==> src/mem_cfg.svh <==
`ifndef MEM_CFG_SVH
`define MEM_CFG_SVH

// data and address width
`define MEM_XLEN 32

// ram depth in 32-bit words
`define MEM_WORDS 256

// idle cycles between accept and response
`define MEM_RESP_DELAY 1

// trap causes raised by the memory stage
`define MEM_CAUSE_LOAD_FAULT 5
`define MEM_CAUSE_STORE_FAULT 7

`endif

==> src/mem_pkg.sv <==
`include "mem_cfg.svh"

package mem_pkg;

    typedef enum logic [1:0] {
        OP_NONE,
        OP_LOAD,
        OP_STORE,
        OP_ATOMIC
    } mem_op_e;

    typedef enum logic [1:0] {
        SIZE_B,
        SIZE_H,
        SIZE_W
    } mem_size_e;

    typedef enum logic {
        SGN_UNSIGNED,
        SGN_SIGNED
    } sign_e;

    typedef enum logic [3:0] {
        AMO_LR,
        AMO_SC,
        AMO_SWAP,
        AMO_ADD,
        AMO_XOR,
        AMO_AND,
        AMO_OR,
        AMO_MIN,
        AMO_MAX
    } amo_op_e;

    typedef struct packed {
        mem_op_e   op;
        mem_size_e size;
        sign_e     sign;
        amo_op_e   amo;   // only meaningful for OP_ATOMIC
    } mem_ctrl_t;

    typedef struct packed {
        logic       valid;
        logic [4:0] cause;
    } trap_info_t;

    typedef struct packed {
        logic                 valid;
        logic                 wen;
        logic [`MEM_XLEN-1:0] addr;
        logic [`MEM_XLEN-1:0] wdata;
        mem_size_e            size;
    } dreq_t;

    typedef struct packed {
        logic                 valid;
        logic                 error;
        logic [`MEM_XLEN-1:0] rdata;
    } dresp_t;

endpackage

==> src/amo_alu.sv <==
`timescale 1ns/100ps

module amo_alu (
    input  mem_pkg::amo_op_e amo,
    input  mem_pkg::sign_e   sign,
    input  logic [31:0]      old_data,
    input  logic [31:0]      rs2_data,
    output logic [31:0]      new_data
);
    import mem_pkg::*;

    logic lt;   // old < rs2

    always_comb begin
        if (sign == SGN_SIGNED) begin
            lt = $signed(old_data) < $signed(rs2_data);
        end else begin
            lt = old_data < rs2_data;
        end
    end

    always_comb begin
        case (amo)
            AMO_ADD: new_data = old_data + rs2_data;
            AMO_XOR: new_data = old_data ^ rs2_data;
            AMO_AND: new_data = old_data & rs2_data;
            AMO_OR:  new_data = old_data | rs2_data;
            AMO_MIN: new_data = lt ? old_data : rs2_data;
            AMO_MAX: new_data = lt ? rs2_data : old_data;
            // swap, and sc stores rs2 as is
            default: new_data = rs2_data;
        endcase
    end

endmodule

==> src/load_format.sv <==
`timescale 1ns/100ps

module load_format (
    input  mem_pkg::mem_op_e   op,
    input  mem_pkg::mem_size_e size,
    input  mem_pkg::sign_e     sign,
    input  mem_pkg::amo_op_e   amo,
    input  logic [31:0]        mem_word,
    input  logic               sc_ok,
    output logic [31:0]        result
);
    import mem_pkg::*;

    logic ext_b;
    logic ext_h;

    assign ext_b = (sign == SGN_SIGNED) & mem_word[7];
    assign ext_h = (sign == SGN_SIGNED) & mem_word[15];

    always_comb begin
        result = mem_word;
        if (op == OP_ATOMIC) begin
            // lr and amo return the old word
            if (amo == AMO_SC) begin
                result = sc_ok ? 32'd0 : 32'd1;
            end
        end else begin
            case (size)
                SIZE_B:  result = {{24{ext_b}}, mem_word[7:0]};
                SIZE_H:  result = {{16{ext_h}}, mem_word[15:0]};
                default: result = mem_word;
            endcase
        end
    end

endmodule

==> src/mem_stage.sv <==
`timescale 1ns/100ps
`include "mem_cfg.svh"

module mem_stage (
    input  logic                clk,
    input  logic                rst,
    input  logic                valid,
    input  logic                is_new,
    input  mem_pkg::mem_ctrl_t  ctrl,
    input  logic [31:0]         addr,
    input  logic [31:0]         rs2_data,
    input  mem_pkg::trap_info_t trap_in,
    input  logic                ready,
    input  mem_pkg::dresp_t     dresp,
    output mem_pkg::dreq_t      dreq,
    output mem_pkg::trap_info_t trap_out,
    output logic [31:0]         rdata,
    output logic                stall
);
    import mem_pkg::*;

    typedef enum logic [1:0] {
        S_IDLE,
        S_WAIT_READY,
        S_WAIT_RDATA,
        S_WAIT_WRESP
    } state_e;

    state_e      state;
    logic        done;
    logic        wr_phase;     // next request is a write
    logic        err_q;
    logic        sc_ok;
    logic        resv_valid;
    logic [31:0] resv_addr;
    logic [31:0] saved_word;
    logic [31:0] amo_wdata;

    logic        busy_op;
    logic        done_eff;
    logic        start;
    logic        is_atomic;
    logic        is_rmw;       // amo other than lr/sc
    logic        store_kind;

    assign busy_op   = valid & (ctrl.op != OP_NONE);
    assign done_eff  = done & ~is_new;
    assign start     = busy_op & ~done_eff & (state == S_IDLE);
    assign is_atomic = ctrl.op == OP_ATOMIC;
    assign is_rmw    = is_atomic & (ctrl.amo != AMO_LR) & (ctrl.amo != AMO_SC);
    // sc and amo fault as stores
    assign store_kind = (ctrl.op == OP_STORE) | (is_atomic & (ctrl.amo != AMO_LR));

    assign stall = busy_op & ~done_eff;

    amo_alu i_amo_alu (
        .amo      (ctrl.amo),
        .sign     (ctrl.sign),
        .old_data (saved_word),
        .rs2_data (rs2_data),
        .new_data (amo_wdata)
    );

    load_format i_load_format (
        .op       (ctrl.op),
        .size     (ctrl.size),
        .sign     (ctrl.sign),
        .amo      (ctrl.amo),
        .mem_word (saved_word),
        .sc_ok    (sc_ok),
        .result   (rdata)
    );

    always_comb begin
        dreq.valid = state == S_WAIT_READY;
        dreq.wen   = wr_phase;
        dreq.addr  = addr;
        dreq.wdata = is_atomic ? amo_wdata : rs2_data;
        dreq.size  = is_atomic ? SIZE_W : ctrl.size;
    end

    always_comb begin
        trap_out = trap_in;
        if (ctrl.op != OP_NONE && err_q) begin
            trap_out.valid = 1'b1;
            trap_out.cause = store_kind ? 5'(`MEM_CAUSE_STORE_FAULT)
                                        : 5'(`MEM_CAUSE_LOAD_FAULT);
        end
    end

    always_ff @(posedge clk) begin
        if (rst) begin
            state      <= S_IDLE;
            done       <= 1'b0;
            wr_phase   <= 1'b0;
            err_q      <= 1'b0;
            sc_ok      <= 1'b0;
            resv_valid <= 1'b0;
        end else begin
            if (is_new) done <= 1'b0;
            case (state)
                S_IDLE: begin
                    if (start) begin
                        err_q    <= 1'b0;
                        sc_ok    <= 1'b0;
                        wr_phase <= ctrl.op == OP_STORE;
                        state    <= S_WAIT_READY;
                        if (is_atomic && ctrl.amo == AMO_LR) begin
                            resv_valid <= 1'b1;
                        end
                        if (is_atomic && ctrl.amo == AMO_SC) begin
                            resv_valid <= 1'b0;   // any sc drops the reservation
                            if (resv_valid && resv_addr == addr) begin
                                sc_ok    <= 1'b1;
                                wr_phase <= 1'b1;
                            end else begin
                                state <= S_IDLE;
                                done  <= 1'b1;
                            end
                        end
                    end
                end
                S_WAIT_READY: begin
                    if (ready) state <= wr_phase ? S_WAIT_WRESP : S_WAIT_RDATA;
                end
                S_WAIT_RDATA: begin
                    if (dresp.valid) begin
                        if (is_rmw && !dresp.error) begin
                            wr_phase <= 1'b1;     // write back the amo result
                            state    <= S_WAIT_READY;
                        end else begin
                            err_q <= dresp.error;
                            done  <= 1'b1;
                            state <= S_IDLE;
                        end
                    end
                end
                default: begin
                    if (dresp.valid) begin
                        err_q <= dresp.error;
                        done  <= 1'b1;
                        state <= S_IDLE;
                    end
                end
            endcase
        end
    end

    always_ff @(posedge clk) begin
        if (start && is_atomic && ctrl.amo == AMO_LR) resv_addr <= addr;
        if (state == S_WAIT_RDATA && dresp.valid) saved_word <= dresp.rdata;
    end

endmodule

==> config.mk <==
export PLATFORM = sky130hd
export DESIGN_NAME = mem_stage
export DESIGN_NICKNAME = d
export VERILOG_FILES = /design/src/mem_pkg.sv /design/src/amo_alu.sv /design/src/load_format.sv /design/src/mem_stage.sv
export VERILOG_INCLUDE_DIRS = /design/src /design/src/src
export SDC_FILE = /design/constraint.sdc
export NUM_CORES = 1
export LEC_CHECK = 0
export BUFFER_PORTS_ARGS = -buffer_cell sky130_fd_sc_hd__buf_2
export CORE_MARGIN = 8
export CORE_UTILIZATION = 55
export DETAILED_ROUTE_END_ITERATION = 10
export HOLD_SLACK_MARGIN = 0.03
export PLACE_DENSITY = 0.94
export SETUP_SLACK_MARGIN = 0.1
export SKIP_CTS_REPAIR_TIMING = 1
export SLEW_MARGIN = 40
export SYNTH_ARGS = -nofsm -noshare
export SYNTH_HDL_FRONTEND = slang
export SYNTH_HIERARCHICAL = 1
export SYNTH_SLANG_ARGS = --single-unit
export TNS_END_PERCENT = 100
==> constraint.sdc <==
create_clock -name clk -period 6.9 [get_ports clk]
set_input_delay 1.38 -clock clk [delete_from_list [all_inputs] [get_ports clk]]
set_output_delay 1.38 -clock clk [all_outputs]
set_load 0.02 [all_outputs]
* Word-level counts from Yosys, hierarchy flattened
Cells that the tools add are included.
Word-level totals: bits of input ports 118, word-level logic and storage cells 112, register bits after elaboration 71
Operators by class: $add $sub $neg 1, muxes and demuxes 44, reduce and logical (&&, ||, !) cells 23, equality and inequality tests 19, bitwise gates (word level) 15, order comparisons 2
Operator list (number):
- $pmux W32 S6 | 1
- $mux W32 | 5
- $lt A32 B32 Y1 | 2
- $pmux W32 S2 | 1
- $add A32 B32 Y32 | 1
- $and A32 B32 Y32 | 1
- $eq A32 B32 Y1 | 1
- $or A32 B32 Y32 | 1
- $xor A32 B32 Y32 | 1
- $mux W1 | 26
- $eq A4 B3 Y1 const B | 4
- $mux W2 | 6
- $ne A2 B2 Y1 const B | 5
- $and A1 B1 Y1 | 8
- $logic_and A1 B1 Y1 | 8
- $reduce_and A4 Y1 | 2
- $reduce_bool A2 Y1 | 4
- $eq A2 B2 Y1 const B | 3
- $mux W6 | 1
- $pmux W1 S3 | 2
- $pmux W2 S3 | 1
- $reduce_and A5 Y1 | 1
- $eq A2 B1 Y1 const B | 2
- $eq A4 B1 Y1 const B | 1
- other kinds (13) | 16

* Longest topological paths before layout
Gate-level depths: netlist (run 1).
word-level depth 7, gate-level depth with buffers 15, gate-level depth less buffers 13

* Cells and area by module
Netlist (run 1), hierarchy kept.
Modules (own cells, without submodules):
- amo_alu | instances 1, cells an instance 668, area each 4490.6 sq um, seq. area each 0.0 sq um
- mem_stage | instances 1, cells an instance 246, area each 3405.8 sq um, seq. area each 2062.0 sq um
- load_format | instances 1, cells an instance 72, area each 406.6 sq um, seq. area each 0.0 sq um

* Least setup slack after synthesis (run 1)
Ideal clock, no wire load.
path kind input-to-output, start input rs2_data[6], end output dreq[22] in the netlist's numbering, cell stages on the path 14, required time 5.520 ns, path buffers 2, path slack 1.090 ns, data arrival time 4.430 ns, cells stage by stage inv_1 ha_1 buf_6 or4_1 a21oi_1 o21ai_1 a2111o_1 nand2_1 xnor2_1 mux2i_2 nand2_4 buf_6 a221o_1 mux2_2
RTL lines:
- start, declared | line mem_stage.sv:11 | input logic [31:0] rs2_data,
- end, declared | line mem_stage.sv:15 | output mem_pkg::dreq_t dreq,

==> results of run 1 <==
==> logic make-up after synthesis <==
| kind of cell | after synthesis |
|---|---|
| buffers and inverters | 173 |
| xor gates and xnor gates | 48 |
| DFF | 71 |
| AOI/OAI and AO/OA | 325 |
| adders and majority gates | 97 |
| and+or+nand+nor | 235 |
| muxes | 37 |
==> final cells by class <==
| type | instances | area, um2 |
|---|---|---|
| Antenna cell | 1 | 2.50 |
| Clock buffer | 9 | 225 |
| Clock inverter | 7 | 103 |
| Fill cell | 1248 | 5450 |
| Inverter | 85 | 319 |
| Multi-Input combinational cell | 742 | 5340 |
| Sequential cell | 71 | 2060 |
| Tap cell | 188 | 235 |
| Timing Repair Buffer | 237 | 1240 |
==> worst min-delay path: stages (launching register included) <==
cell and delay, ns:
dfxtp_1 0.33, a21oi_1 0.06, nor2_1 0.08
==> sequential cells by signal, indices dropped and copies added (netlist names) <==
name,count
wr_phase,1
done,1
saved_word,32
state,2
sc_ok,1
err_q,1
resv_addr,32
resv_valid,1
==> final timing paths <==
| check | start | end | slack (ns) |
|---|---|---|---|
| setup / recovery | rs2_data[25] | dreq[3] | 0.44 |
| hold / removal | resv_valid | resv_valid | 0.51 |
| setup reg to reg | state[0] | resv_addr[27] | 4.75 |
| hold reg to reg | resv_valid | resv_valid | 0.51 |
==> metrics by stage <==
stage	hold slack [ns]	setup slack, ns	total power (uW)
after detailed placement	0.495	0.492	981
after global placement	0.473	0.672	968
after global routing	0.540	0.142	1570
final	0.510	0.436	1510
after CTS	0.516	0.487	1510
after floorplan	0.457	1.09	837
==> where the power goes <==
part	internal, uW	total (uW)	switching, uW
clock	322	530	207
combinational	191	491	300
sequential	478	490	11.5
total	991	1510	519
==> Yosys cell counts (all sizes together), types with 3 or more instances <==
| cell type | count | area share, % |
|---|---|---|
| o21ai | 72 | 4.3 |
| a21oi | 114 | 6.9 |
| o31ai | 9 | 0.81 |
| inv | 85 | 3.8 |
| mux2i | 4 | 0.53 |
| xnor2 | 25 | 2.6 |
| dfxtp | 7 | 1.7 |
| o21bai | 8 | 0.72 |
| clkbuf | 31 | 2.1 |
| mux2 | 33 | 4.5 |
| nor2 | 68 | 3.1 |
| nor2b | 18 | 1.4 |
| a31oi | 5 | 0.38 |
| and2 | 5 | 0.38 |
| a21o | 14 | 1.3 |
| nand2 | 66 | 3.2 |
| a211oi | 24 | 2.2 |
| nand3 | 12 | 0.87 |
| ha | 96 | 14 |
| o221ai | 3 | 0.32 |
| a221o | 27 | 3.4 |
| and3 | 6 | 0.45 |
| a221oi | 4 | 0.42 |
| o211ai | 3 | 0.27 |
| o21a | 4 | 0.36 |
| xor2 | 23 | 2.4 |
| nor4 | 12 | 0.98 |
| nand2b | 9 | 0.68 |
| a22oi | 4 | 0.36 |
| nand4 | 7 | 0.53 |
| edfxtp | 64 | 23 |
| or3 | 7 | 0.59 |
| a2111oi | 5 | 0.53 |
| buf | 56 | 5.0 |
| o22ai | 7 | 0.53 |
| nor3 | 16 | 1.0 |
==> routing by layer <==
metal  up-vias  GRT usage, %  wire length (um)
met4         0          11.0               771
met5         -             0                 0
li1       3856             -                 -
met2       495          44.6             12300
met1      3826          30.5             10100
met3        67          6.23              2720
==> reports/metrics.yaml, run 1 <==
grt_max_degree: 39
initial_utilization_pct: 55.4
layout-drive-gt1-share_pct: 27.5
synth.avg_cell_area_um2: 8.42
place_inst: 1323
crit_buf_inv: 4
max_clock_freq_ghz: 0.155
std_cell_rows: 45
die-height_um: 139
run_status: "complete, no violations"
drt_iter0_markers: 833
dieWidth_um: 139
htreeDepth: 3
yosysWarnings: 6
ant_nets: 0
netlist_area_um2: 8300
stdcell_count: 1340
critical_path_depth: 15
final_nets: 1361
cp_top_family: "compound AO/OA/AOI/OAI gates"
critical_path_class: "in2out"
tritoncts: "yes"
crit_path_max_fanout: 27
drt_pre_antenna_iters: 6
mostFrequentLayoutCell: "buf_2"
detail_route.wl_per_cell_um: 19.4
synth_nets: 1201
antenna_found_initial: 1
final.min_clock_period_ns: 6.46
grt_setup_unrepaired: "no"
power-per-cell-area_nw_per_um2: 159
clock_sinks: 71
grt_first_pass_wirelength_mm: 41.2
cp_slowest_stage_delay_ns: 0.65
ys_ff_latch: 71
slew_viol_final: 0
cts.path.max_buffers: 2
yosysSeqAreaShare_pct: 24.8
reported_max_cap_violation_count: 0
via_per_inst: 6.15
synth.area.mux_share_pct: 5.05
clock_latency_late_sink_ns: 0.35
gpl.final_weighted_congestion: 0.916
static-leakage-power_uw: 0.00437
dominantRegCellSynth: "edfxtp_1"
floorplan.die_area_um2: 19300
worst_slew_margin_rel_pct: 50.8
worstSetupStartpointType: "input port"
routed_wirelength_mm: 25.9
hold-path-cell-count: 2
async_reset_ff_share_pct: 0
irDropWorstVdd_uv: 172
crit_path_top_delay_cell: "a221oi_1"
worstPathCellList: "buf_2 > inv_1 > ha_1 > inv_1 > a21oi_1 > o31ai_1 > a221oi_1 > o21a_1 > nand2_1 > xnor2_1 > mux2i_2 > nand2_4 > a221o_2 > mux2_2 > buf_2"
via_count_of_the_first_global_routing_pass: 8254
drc_errors: 0
holdCritPathClass: "reg2reg"
final.period_utilization_pct: 93.7
cts-root-buf: "clkbuf_16"
synth_xor_area_share_pct: 5.06
cts-buffers-inserted: 9
io_pins: 225
worst-r2r-cell-count: 5
synth_cells: 986
report.final.setup_viol: 0
final_util_pct: 63.6
core_area_um2: 15000
synth-edff-count: 64
fin_worst_skew_ns: 0.0115
io_buffer_count: 224
synth_simple_gate_area_share_pct: 14.1
synth_top_family_by_area: "compound AO/OA/AOI/OAI gates"
postLayoutCellArea_um2: 9530
path_clk_slew_ns: 0.06
hold_violations: 0
final.setup.tns_ns: 0
synthAdderAreaFrac_pct: 14.7
detailed_place_hpwl_mm: 19.6
endpoint_kind: "output pin"
grt_overflow: 0
num_vias: 8244
gr-usage-all-layers_pct: 26.0
post_synth_num_cell_types: 83
critPathRequiredTime_ns: 5.52
worst_pin_slew_ns: 0.738
mostFrequentLayoutCells: "buf_2, a21oi_1, ha_1"
synth_compound_gate_area_share_pct: 25.2
dpl-instance-area_um2: 9200
area.growth.synth_to_final_pct: 14.8
worst_ep_arrival_time_ns: 5.08
Note: power is estimated with default switching activity, not from simulation.
==> run 2: changes to the inputs <==
--- a/config.mk
+++ b/config.mk
@@ -8,10 +8,10 @@
 export LEC_CHECK = 0
 export BUFFER_PORTS_ARGS = -buffer_cell sky130_fd_sc_hd__buf_2
 export CORE_MARGIN = 8
-export CORE_UTILIZATION = 55
+export CORE_UTILIZATION = 30
 export DETAILED_ROUTE_END_ITERATION = 10
 export HOLD_SLACK_MARGIN = 0.03
-export PLACE_DENSITY = 0.94
+export PLACE_DENSITY = 0.62
 export SETUP_SLACK_MARGIN = 0.1
 export SKIP_CTS_REPAIR_TIMING = 1
 export SLEW_MARGIN = 40
==> reports/metrics.yaml, run 2 (same netlist as run 1, synthesis figures left out) <==
reported_max_cap_violation_count: 0
drc_errors: 0
worst_ep_arrival_time_ns: 4.99
worst_setup_path_startpoint: "rs2_data[27]"
grt_overflow: 0
cp_slowest_stage_delay_ns: 0.53
critical_path.endpoint: "dreq[2]"
worst_pin_slew_ns: 0.695
io_pins: 225
floorplan.die_area_um2: 33300
drt_pre_antenna_iters: 5
worst-r2r-cell-count: 5
crit_path_max_fanout: 27
gpl.final_weighted_congestion: 0.840
antenna_found_initial: 3
cts-root-buf: "clkbuf_16"
area.growth.synth_to_final_pct: 18.0
final.setup.tns_ns: 0
final.period_utilization_pct: 92.4
whs_ns: 0.495
static-leakage-power_uw: 0.00439
htreeDepth: 3
ant_nets: 0
dieWidth_um: 182
io_buffer_count: 224
crit_path_top_delay_cell: "a221o_2"
irDropWorstVdd_uv: 146
critPathRequiredTime_ns: 5.52
largestRegisters: "resv_addr: 32 flops, saved_word: 32 flops, state: 2 flops"
die-height_um: 182
initial_utilization_pct: 30.1
clock_sinks: 71
detailed_place_hpwl_mm: 21.6
final.min_clock_period_ns: 6.37
clock_latency_late_sink_ns: 0.36
mostFrequentLayoutCell: "buf_2"
tritoncts: "yes"
endpoint_kind: "output pin"
worstSetupStartpointType: "input port"
max_clock_freq_ghz: 0.157
slew_viol_final: 0
grt_first_pass_wirelength_mm: 43.5
cts-buffers-inserted: 9
hold_violations: 0
timing.rr.start: "state[0]"
grt_max_degree: 37
worst_slew_margin_rel_pct: 53.2
via_per_inst: 5.09
critical_path_class: "in2out"
detail_route.wl_per_cell_um: 18.4
drt_iter0_markers: 474
worst-r2r-setup-slack_ns: 4.75
std_cell_rows: 61
gr-usage-all-layers_pct: 16.5
mostFrequentLayoutCells: "buf_2, a21oi_1, ha_1"
power-per-cell-area_nw_per_um2: 148
path_clk_slew_ns: 0.06
worstPathCellList: "buf_2 > inv_1 > ha_1 > inv_1 > a21oi_1 > o31ai_1 > a221oi_1 > buf_4 > o21a_1 > nand2_1 > xnor2_1 > mux2i_2 > nand2_4 > a221o_2 > mux2_2 > buf_2"
routed_wirelength_mm: 28.3
grt_setup_unrepaired: "no"
holdCritPathClass: "reg2reg"
num_vias: 7820
via_count_of_the_first_global_routing_pass: 7996
reg2reg_to: "resv_addr[9]"
report.final.setup_viol: 0
final_nets: 1368
fin_worst_skew_ns: 0.00884
layout-drive-gt1-share_pct: 27.7
run_status: "complete, no violations"
core_area_um2: 27600
cts.path.max_buffers: 2
run 2: critical path, delay by kind of cell:
family	cells	cell delay, ns
muxes	2	0.58
buffers and inverters	5	0.61
xor gates and xnor gates	1	0.24
AOI/OAI and AO/OA	5	1.34
and+or+nand+nor	2	0.35
adders and majority gates	1	0.47
run 2: routing by layer:
metal | vias to the layer above | GRT usage (%) | share of wire (%)
met4 | 6 | 4.26 | 1.7
met5 | - | 0 | 0.14
met1 | 3657 | 20.6 | 46
li1 | 3857 | - | -
met2 | 266 | 27.5 | 46
met3 | 34 | 4.57 | 6.5
run 2: cell type report:
cell class	count	area, um2
multi-input combinational	742	5350
sequential	71	2060
tap	378	473
fill	2871	17800
clock buffer	12	246
clock inverter	4	30.0
inverter	85	319
timing repair buffer	244	1320
antenna	1	2.50
run 2: report_power, final:
part | leakage, uW | total [uW] | internal (uW) | switching, uW
Clock | 0.000133 | 466 | 256 | 210
Combinational | 0.00362 | 498 | 196 | 302
Sequential | 0.000633 | 489 | 478 | 11.2
run 2: metrics by stage:
step	cell area, um2	setup WS, ns	power (uW)	utilization, %	cells
floorplan	8300	1.09	837	-	986
global placement	9440	0.533	988	34.3	1517
detailed placement	9490	0.506	994	34.4	1519
CTS	9770	0.487	1470	35.5	1535
global route	9800	0.222	1530	35.6	1536
finish	9800	0.527	1450	35.6	1537
run 2: worst min-delay path by stage:
stage / startpoint / end / cells past startpoint
after CTS: sc_ok / sc_ok / 2
after global routing: sc_ok / sc_ok / 2
after global placement: resv_valid / resv_valid / 2
final: sc_ok / sc_ok / 2
after floorplan: resv_valid / resv_valid / 2
after detailed placement: resv_valid / resv_valid / 2
==> run 3: changes to the inputs <==
--- a/config.mk
+++ b/config.mk
@@ -7,11 +7,13 @@
 export NUM_CORES = 1
 export LEC_CHECK = 0
 export BUFFER_PORTS_ARGS = -buffer_cell sky130_fd_sc_hd__buf_2
+export CAP_MARGIN = 40
 export CORE_MARGIN = 8
 export CORE_UTILIZATION = 30
 export DETAILED_ROUTE_END_ITERATION = 10
 export HOLD_SLACK_MARGIN = 0.03
-export PLACE_DENSITY = 0.62
+export MAX_ROUTING_LAYER = met4
+export PLACE_DENSITY = 0.52
 export SETUP_SLACK_MARGIN = 0.1
 export SKIP_CTS_REPAIR_TIMING = 1
 export SLEW_MARGIN = 40
==> reports/metrics.yaml, run 3 (same netlist as run 1, synthesis figures left out) <==
path_clk_slew_ns: 0.07
clock_sinks: 71
via_per_inst: 5.17
grt_max_degree: 38
grt_setup_unrepaired: "no"
irDropWorstVdd_uv: 105
report.final.setup_viol: 0
place_inst: 1515
cts-root-buf: "clkbuf_16"
critical_path_depth: 15
critPathRequiredTime_ns: 5.52
initial_utilization_pct: 30.1
worstSetupStartpointType: "input port"
largestRegisters: "resv_addr: 32 flops, saved_word: 32 flops, state: 2 flops"
worst_hold_path_endpoint: "sc_ok"
cp_top_family: "compound AO/OA/AOI/OAI gates"
worst-r2r-setup-slack_ns: 4.74
clock_latency_late_sink_ns: 0.35
detailedPlace.worstSlack_ns: 0.504
hold_path_startpoint: "sc_ok"
crit_buf_inv: 4
cts-buffers-inserted: 9
mostFrequentLayoutCell: "buf_2"
hold-path-cell-count: 2
std_cell_rows: 61
drc_errors: 0
worst_ep_arrival_time_ns: 5.04
dieWidth_um: 182
holdCritPathClass: "reg2reg"
comb_power_share_pct: 32.6
power.switching_uw: 533
tritoncts: "yes"
power-per-cell-area_nw_per_um2: 155
io_buffer_count: 224
num_vias: 7934
worst_pin_slew_ns: 0.670
worst_slew_margin_rel_pct: 55.3
area.growth.synth_to_final_pct: 18.1
drt_pre_antenna_iters: 7
hold_violations: 0
crit_path_max_fanout: 27
htreeDepth: 3
worstPathCellList: "buf_2 > inv_1 > ha_1 > inv_1 > a21oi_1 > o31ai_1 > a221oi_1 > o21a_1 > nand2_1 > xnor2_1 > mux2i_2 > nand2_4 > a221o_2 > mux2_2 > buf_2"
endpoint_kind: "output pin"
critical_path_class: "in2out"
detailed_place_hpwl_mm: 21.6
final.period_utilization_pct: 93.0
ant_nets: 0
slew_viol_final: 0
reported_max_cap_violation_count: 0
detail_route.wl_per_cell_um: 18.4
clock_power_share_pct: 35.4
max_clock_freq_ghz: 0.156
layout_setup_ws_ns: 0.482
gr-usage-all-layers_pct: 17.0
fin_worst_skew_ns: 0.00983
antenna_found_initial: 4
crit_path_top_delay_cell: "a221oi_1"
final_util_pct: 35.6
sw_frac_of_total_pct: 35.0
reg2reg_to: "resv_addr[23]"
via_count_of_the_first_global_routing_pass: 8029
floorplan.die_area_um2: 33300
final_nets: 1363
core_area_um2: 27600
cts.path.max_buffers: 2
layout-drive-gt1-share_pct: 27.5
die-height_um: 182
final.min_clock_period_ns: 6.42
io_pins: 225
stdcell_count: 1535
worst-r2r-cell-count: 5
routed_wirelength_mm: 28.3
static-leakage-power_uw: 0.00438
final.setup.tns_ns: 0
timing.rr.start: "state[0]"
gpl.final_weighted_congestion: 0.871
cp_slowest_stage_delay_ns: 0.64
grt_overflow: 0
nFillCells: 2905
grt_first_pass_wirelength_mm: 43.8
mostFrequentLayoutCells: "buf_2, a21oi_1, ha_1"
internal_power_uw: 991
share_seq_of_total_power_pct: 32.1
drt_iter0_markers: 544
run_status: "complete, no violations"
[run 3: changes by cell type in the layout (fill, tap and decap cells not counted), sizes merged]
cell	before	now
buf	244	239
bufinv	0	2
clkbuf	12	10
diode	1	4
[run 3: per-stage QoR]
stage / hold slack, ns / cell area (um2) / total power [uW]
after global placement: 0.476 / 9420 / 990
after detailed placement: 0.477 / 9470 / 994
after floorplan: 0.457 / 8300 / 837
after CTS: 0.490 / 9790 / 1550
after global routing: 0.521 / 9810 / 1610
final: 0.486 / 9810 / 1520
[run 3: worst register-to-register path: cells and delay by family, from the launching register on]
kind	cells	cell delay, ns
DFF	1	0.40
buffers and inverters	1	0.39
and+or+nand+nor	4	1.01
[run 3: final cells by class]
type	instances	area, um2	area share [%]
diodes	4	10.0	0.102
well taps	378	473	4.82
repair buffers	239	1280	13.0
inverters	85	319	3.25
clock inverters	6	93.8	0.957
clock buffers	10	229	2.33
flip-flops and latches	71	2060	21.0
multi-input cells	742	5350	54.5
[run 3: how the worst max path moves through the flow]
stage,startpoint,end
finish,rs2_data[25],dreq[3]
global route,rs2_data[25],dreq[3]
CTS,rs2_data[25],dreq[3]
detailed placement,rs2_data[25],dreq[3]
global placement,rs2_data[6],dreq[2]
floorplan,rs2_data[6],dreq[22]
[run 3: layer usage]
layer / up-vias / track usage, % / part of all wire (%)
met4: 0 / 4.17 / 1.6
met3: 28 / 3.68 / 6.5
li1: 3864 / - / -
met1: 3736 / 21.4 / 46
met5: - / - / 0
met2: 306 / 27.7 / 46
[run 3: power by group through the flow]
stage	sequential [uW]	clock [uW]	combinational [uW]
CTS	489	560	498
global placement	498	0	492
detailed placement	498	0	496
global route	490	575	545
finish	489	540	496
floorplan	495	0	342
